File: src/logic/scr1_mem_pkg.sv
`default_nettype none

package scr1_mem_pkg;

    // --------------------
    // Bus widths
    // --------------------
    localparam int MEM_AWIDTH = 32;
    localparam int MEM_DWIDTH = 32;

    // Request command
    typedef enum logic {
        MEM_CMD_RD = 1'b0,
        MEM_CMD_WR = 1'b1
    } mem_cmd_e;

    // Access width with one code for an illegal access
    typedef enum logic [1:0] {
        MEM_WIDTH_BYTE  = 2'b00,
        MEM_WIDTH_HWORD = 2'b01,
        MEM_WIDTH_WORD  = 2'b10,
        MEM_WIDTH_ERROR = 2'b11
    } mem_width_e;

    // Response code is non-idle for exactly one cycle
    typedef enum logic [1:0] {
        MEM_RESP_IDLE   = 2'b00,
        MEM_RESP_RDY_OK = 2'b01,
        MEM_RESP_RDY_ER = 2'b10
    } mem_resp_e;

    // 67-bit request payload
    typedef struct packed {
        mem_cmd_e               cmd;
        mem_width_e             width;
        logic [MEM_AWIDTH-1:0]  addr;
        logic [MEM_DWIDTH-1:0]  wdata;
    } mem_req_t;

    // 34-bit response payload
    typedef struct packed {
        mem_resp_e              resp;
        logic [MEM_DWIDTH-1:0]  rdata;
    } mem_rsp_t;

    // --------------------
    // Address map
    // --------------------
    localparam logic [MEM_AWIDTH-1:0] TCM_ADDR_MASK      = 32'hFFFF_F000;
    localparam logic [MEM_AWIDTH-1:0] TCM_ADDR_PATTERN   = 32'h0048_0000;
    localparam int                    TCM_WORDS          = 1024;
    localparam logic [MEM_AWIDTH-1:0] TIMER_ADDR_MASK    = 32'hFFFF_FFE0;
    localparam logic [MEM_AWIDTH-1:0] TIMER_ADDR_PATTERN = 32'h0049_0000;

    // Timer register offsets inside the 32-byte window
    localparam logic [4:0] TIMER_CTRL_OFS        = 5'h00;
    localparam logic [4:0] TIMER_MTIME_LO_OFS    = 5'h08;
    localparam logic [4:0] TIMER_MTIME_HI_OFS    = 5'h0C;
    localparam logic [4:0] TIMER_MTIMECMP_LO_OFS = 5'h10;
    localparam logic [4:0] TIMER_MTIMECMP_HI_OFS = 5'h14;

endpackage

`default_nettype wire

File: src/logic/scr1_dmem_router.sv
`timescale 1ns/1ns
`default_nettype none

module scr1_dmem_router import scr1_mem_pkg::*; (
    input  wire logic     clk,
    input  wire logic     rst_i,
    // Master side
    input  wire logic     dmem_req_i,
    input  wire mem_req_t dmem_req_data_i,
    output logic          dmem_req_ack_o,
    output mem_rsp_t      dmem_rsp_o,
    // TCM port that always accepts
    output logic          tcm_req_o,
    output mem_req_t      tcm_req_data_o,
    input  wire mem_rsp_t tcm_rsp_i,
    // Timer port that always accepts
    output logic          tmr_req_o,
    output mem_req_t      tmr_req_data_o,
    input  wire mem_rsp_t tmr_rsp_i,
    // External port with its own acknowledge
    output logic          ext_req_o,
    output mem_req_t      ext_req_data_o,
    input  wire logic     ext_req_ack_i,
    input  wire mem_rsp_t ext_rsp_i
);

    // Target of a request
    typedef enum logic [1:0] {
        TGT_EXT = 2'b00,
        TGT_TCM = 2'b01,
        TGT_TMR = 2'b10
    } tgt_e;

    tgt_e     tgt_sel;
    tgt_e     tgt_q;
    logic     pend_q;
    mem_rsp_t rsp_mux;
    logic     rsp_done;
    logic     slot_free;
    logic     req_acc;

    // --------------------
    // Address decode
    // --------------------
    always_comb begin
        if ((dmem_req_data_i.addr & TCM_ADDR_MASK) == TCM_ADDR_PATTERN) begin
            tgt_sel = TGT_TCM;
        end else if ((dmem_req_data_i.addr & TIMER_ADDR_MASK) == TIMER_ADDR_PATTERN) begin
            tgt_sel = TGT_TMR;
        end else begin
            // Everything else goes out
            tgt_sel = TGT_EXT;
        end
    end

    // --------------------
    // Response return
    // --------------------
    // Only the target of the pending request is listened to
    always_comb begin
        rsp_mux = '{resp: MEM_RESP_IDLE, rdata: '0};
        if (pend_q) begin
            unique case (tgt_q)
                TGT_TCM: rsp_mux = tcm_rsp_i;
                TGT_TMR: rsp_mux = tmr_rsp_i;
                default: rsp_mux = ext_rsp_i;
            endcase
        end
    end

    assign dmem_rsp_o = rsp_mux;
    assign rsp_done   = pend_q && (rsp_mux.resp != MEM_RESP_IDLE);

    // Room for a new request even in the cycle the old one completes
    assign slot_free = !pend_q || rsp_done;

    // --------------------
    // Request steering
    // --------------------
    // Ext port adds its own back-pressure
    assign dmem_req_ack_o = slot_free && ((tgt_sel != TGT_EXT) || ext_req_ack_i);
    assign req_acc        = dmem_req_i && dmem_req_ack_o;

    // Only the selected valid goes high
    assign tcm_req_o = dmem_req_i && slot_free && (tgt_sel == TGT_TCM);
    assign tmr_req_o = dmem_req_i && slot_free && (tgt_sel == TGT_TMR);
    assign ext_req_o = dmem_req_i && slot_free && (tgt_sel == TGT_EXT);

    // Payload fans out unchanged
    assign tcm_req_data_o = dmem_req_data_i;
    assign tmr_req_data_o = dmem_req_data_i;
    assign ext_req_data_o = dmem_req_data_i;

    // Pending flag and recorded target
    always_ff @(posedge clk) begin
        if (rst_i) begin
            pend_q <= 1'b0;
            tgt_q  <= TGT_EXT;
        end else if (req_acc) begin
            pend_q <= 1'b1;
            tgt_q  <= tgt_sel;
        end else if (rsp_done) begin
            pend_q <= 1'b0;
        end
    end

endmodule

`default_nettype wire

File: config.mk
export PLATFORM = sky130hd
export DESIGN_NAME = scr1_dmem_router
export DESIGN_NICKNAME = d
export VERILOG_FILES = /design/src/logic/scr1_mem_pkg.sv /design/src/logic/scr1_dmem_router.sv
export SDC_FILE = /design/constraint.sdc
export NUM_CORES = 1
export LEC_CHECK = 0
export BUFFER_PORTS_ARGS = -buffer_cell sky130_fd_sc_hd__buf_2
export CAP_MARGIN = 15
export CORE_AREA = 10 10 153 155
export DETAILED_ROUTE_END_ITERATION = 8
export DIE_AREA = 0 0 163 165
export PLACE_DENSITY_LB_ADDON = 0.08
export SKIP_LAST_GASP = 1
export SLEW_MARGIN = 20
export SYNTH_ARGS = -nofsm -noshare
export SYNTH_HDL_FRONTEND = slang
export SYNTH_SLANG_ARGS = --single-unit
File: constraint.sdc
create_clock -name clk -period 2.04 [get_ports clk]
set_input_delay 0.204 -clock clk [delete_from_list [all_inputs] [get_ports clk]]
set_output_delay 0.204 -clock clk [all_outputs]
set_load 0.01 [all_outputs]
# After elaboration in Yosys (flattened, before gate mapping)
# Cells that the tools add are included.
# word_totals
out_inout_bits,239
word_cells,28
register_bits,3
# classes
n_eq_ne,6
n_mux,6
n_reduce_logical,14
# op_table
op,n
$pmux 34 s2,1
$mux 34,1
$eq 27x18->1 const B,1
$eq 20x11->1 const B,1
$logic_and 1x1->1,7
$reduce_bool 2->1,3
$eq 2x1->1 const B,2
$eq 2x2->1 const B,2
$mux 2,2
$logic_not 2->1,1
$logic_or 1x1->1,2
$mux 1,2
$logic_not 1->1,1

# Depth between registers and ports, before layout
# logic_depth
depth_word,9
ltp_mapped,8
mapped_depth_nobuf,7

# Worst setup path before layout
# OpenSTA, ideal clock, no wires.
# synth_timing
kind,register to output
startpoint,reg tgt_q[0]
endpoint,out tcm_req_o
path_slack_ns,0.279
t_required_ns,1.836
path_buffers,0
path_stages_with_launch,8
t_arrival_ns,1.557
path_cell_list,dfxtp_1 inv_1 ha_1 nor2b_1 o22ai_1 o21ai_1 or3_1 inv_1
# synth_via
elab_chain_cells,8
word_cells_on_any_way,9
classes_between,eq/ne (2); mux (2); reduce/logical (5)
# synth_lines
item,line,text
start: declaration,scr1_dmem_router.sv:35,tgt_e tgt_q;
start signal: assignment,scr1_dmem_router.sv:101,tgt_q <= tgt_sel;
$eq 2x2->1 / $eq 2x1->1 (equally long branches),scr1_dmem_router.sv:63,unique case (tgt_q)
$pmux 34 s2 *,scr1_dmem_router.sv:63,
$mux 34 *,scr1_dmem_router.sv:62,if (pend_q) begin
$reduce_bool 2->1 *,scr1_dmem_router.sv:72,assign rsp_done = pend_q && (rsp_mux.resp != MEM_RESP_IDLE);
$logic_and 1x1->1 *,scr1_dmem_router.sv:72,
$logic_or 1x1->1 *,scr1_dmem_router.sv:75,assign slot_free = !pend_q || rsp_done;
$logic_and 1x1->1 * (2 in series),scr1_dmem_router.sv:85,assign tcm_req_o = dmem_req_i && slot_free && (tgt_sel == TGT_TCM);
end: declaration,scr1_dmem_router.sv:13,"output logic tcm_req_o,"
# Mark *: on every way between the ends. The rest lies on a longest branch, timed or not.

# Final worst setup path
# layout_timing
startpoint,reg tgt_q[0]
endpoint,out tmr_req_o
# layout_via
elab_chain_cells,8
word_cells_on_any_way,9
classes_between,eq/ne (2); mux (2); reduce/logical (5)
# layout_lines
item,line,text
$eq 2x2->1 / $eq 2x1->1 (equally long branches),scr1_dmem_router.sv:63,
$pmux 34 s2 *,scr1_dmem_router.sv:63,
$mux 34 *,scr1_dmem_router.sv:62,
$reduce_bool 2->1 *,scr1_dmem_router.sv:72,
$logic_and 1x1->1 *,scr1_dmem_router.sv:72,
$logic_or 1x1->1 *,scr1_dmem_router.sv:75,
$logic_and 1x1->1 * (2 in series),scr1_dmem_router.sv:86,assign tmr_req_o = dmem_req_i && slot_free && (tgt_sel == TGT_TMR);
end: declaration,scr1_dmem_router.sv:17,"output logic tmr_req_o,"
# Marks and branches as above.

==> metrics <==
MaxCap Viol Count=0; Post-DRT Antenna Nets=0; total count of max-transition violations in the final report=0; Seq/Total Area, Yosys=2.35%; dpl cells=701; wire length on met1=4020 um; most common cell after layout, fill and taps aside=buf_2; Tcrit/Tclk final=99.6%; Req. time, crit path=1.84 ns; Core Footprint=20200 um^2; Mapped Area=2550 um^2; clk root buf=clkbuf_16; crit path max fanout=6; IO buf count=251; final setup skew=0.000756 ns; die width=163 um; cell leakage power=1.41 nW; initial antenna violation count=0; status=complete, no violations; kind of critical path=reg -> out; filler instances=2409; Max Fclk=492 MHz; Net Count, Synth=564; Skew-Pair Late Insertion Delay=0.22 ns; Unique masters post-synth=25; final wirelength=12000 um; syn avg cell area=6.56 um^2; Rows=52; via count=2506; crit path time final=2.03 ns; largest net degree at the start of global routing=47; metal2 WL=6230 um; synth warn=0; Slew Limit Headroom=69.4%; vias in the first global route=2901; n_diodes=0; clk buf depth=2; H-tree depth=1; nets=612; gr usage total=7.95%; global-route wire length before repair=16800 um; worst slew pin tran=0.456 ns; share of post-route cells with drive strength above 1=65.6%; clk sink count=3; wire length per cell=17.0 um; pre-CTS setup slack=-0.0320 ns; Worst Setup End Kind=output pin; Seq cells post-synth=3; HPWL Detailed=10500 um; Ports=412; die area=26900 um^2; Hold WC Path Type=in -> reg; GR Overflow Total=0; routed vias/inst=3.55; Initial Utilization=12.6%; die height=165 um; power per cell area=266 nW/um^2; clock buffer count from CTS=3; Worst Setup Start Kind=flop; Peak VDD IR=148 uV; routed wl met3=1310 um; CTS tree=yes; unrepaired setup endpoints after global routing=yes; total power draw=0.767 mW; final setup violation count=0; fin util=14.3%; initial detailed-routing violation count=67; DR pass1 iterations=4; fin cells=706; Reg clk slew, reported paths=0.03 ns; most frequent cells in the layout=249 x buf_2, 66 x nor2_1, 33 x a21oi_1; Crit path arrival time=1.83 ns; highest metal used=met4; gp weighted congestion=0.711; Cells after Synth=389; Layout area overhead=12.9%; DR DRC count=0; final hold vios=0; Final WS setup=0.00835 ns
==> registers in the layout (all words and copies together) (netlist names) <==
signal	count
tgt_q	2
pend_q	1
==> worst paths after layout <==
path,startpoint,slack [ns],depth (start not counted),end
setup / recovery,tgt_q[0],0.008,8,tmr_req_o
hold / removal,rst_i,0.18,2,tgt_q[1]
setup reg to reg,tgt_q[0],0.39,7,tgt_q[1]
hold reg to reg,tgt_q[0],0.50,2,tgt_q[0]
==> worst max-delay path, cell delays in order (launching register included) <==
cell and delay, ns:
dfxtp_2 0.34, inv_2 0.05, ha_4 0.28, nor2b_4 0.15, o22ai_4 0.21, o21ai_4 0.09, or3_4 0.34, inv_2 0.06
buf_6 0.09
==> metrics by stage <==
stage                     hold WS [ns]  setup TNS (ns)  instance area, um^2
after floorplan                  0.273               0                 2550
after CTS                        0.180         -0.0903                 2800
after global placement           0.408         -0.0198                 2660
final                            0.183               0                 2880
after global routing             0.189          -0.167                 2880
after detailed placement         0.408         -0.0320                 2660
==> cells by family (layout without fill, tap and decap cells) <==
family | Yosys count | in the layout | synth area share [%]
fa+ha+maj | 2 | 2 | 0.981
buf+inv | 224 | 271 | 63.1
flops | 3 | 3 | 2.35
simple gates | 83 | 83 | 14.5
compound gates | 77 | 77 | 19.1
==> routing by layer <==
metal | vias to the layer above | global-route usage [%]
li1 | 1178 | -
met4 | 0 | 3.36
met1 | 1085 | 7.41
met2 | 194 | 15.2
met3 | 49 | 3.06
met5 | - | 0
==> timing repair <==
item,4_1_cts,5_1_grt
setup buffers,0,1
endpoints found under the setup margin,26,5
pin swaps,6,5
hold buffers,0,0
resized for setup,15,13
==> cell usage after synthesis <==
cell type / count / area share, %
or3_1: 2 / 0.49
o32ai_1: 1 / 0.34
o22ai_1: 1 / 0.25
nor4_1: 3 / 0.74
a31oi_1: 3 / 0.74
nor4b_1: 3 / 1.0
a21bo_2: 1 / 0.39
a22oi_1: 32 / 9.4
nand2b_1: 1 / 0.25
clkbuf_1: 16 / 2.4
o21ai_0: 1 / 0.20
nor2_1: 66 / 9.7
nor2b_1: 2 / 0.49
and4_1: 1 / 0.34
nand2_1: 2 / 0.29
buf_6: 2 / 0.88
or2_2: 2 / 0.49
a21oi_1: 34 / 6.7
ha_1: 2 / 0.98
dfxtp_1: 3 / 2.4
inv_1: 5 / 0.74
o21ai_1: 2 / 0.39
a221oi_1: 2 / 0.69
buf_4: 201 / 59
nor3_4: 1 / 0.64
==> cell type report <==
class / instances / area (um^2) / share of cell area (%)
Multi-Input combinational cell: 162 / 995 / 34.5
Inverter: 5 / 18.8 / 0.651
Sequential cell: 3 / 62.6 / 2.17
Clock buffer: 4 / 78.8 / 2.74
Tap cell: 270 / 338 / 11.7
Timing Repair Buffer: 262 / 1390 / 48.2
==> power by group <==
group / leakage, nW / total, mW / switching [mW] / internal (mW)
sequential: 0.0254 / 0.0608 / 0.000651 / 0.0601
combinational: 1.35 / 0.398 / 0.205 / 0.193
clock: 0.0382 / 0.307 / 0.0500 / 0.258
(Power assumes the default switching activity.)
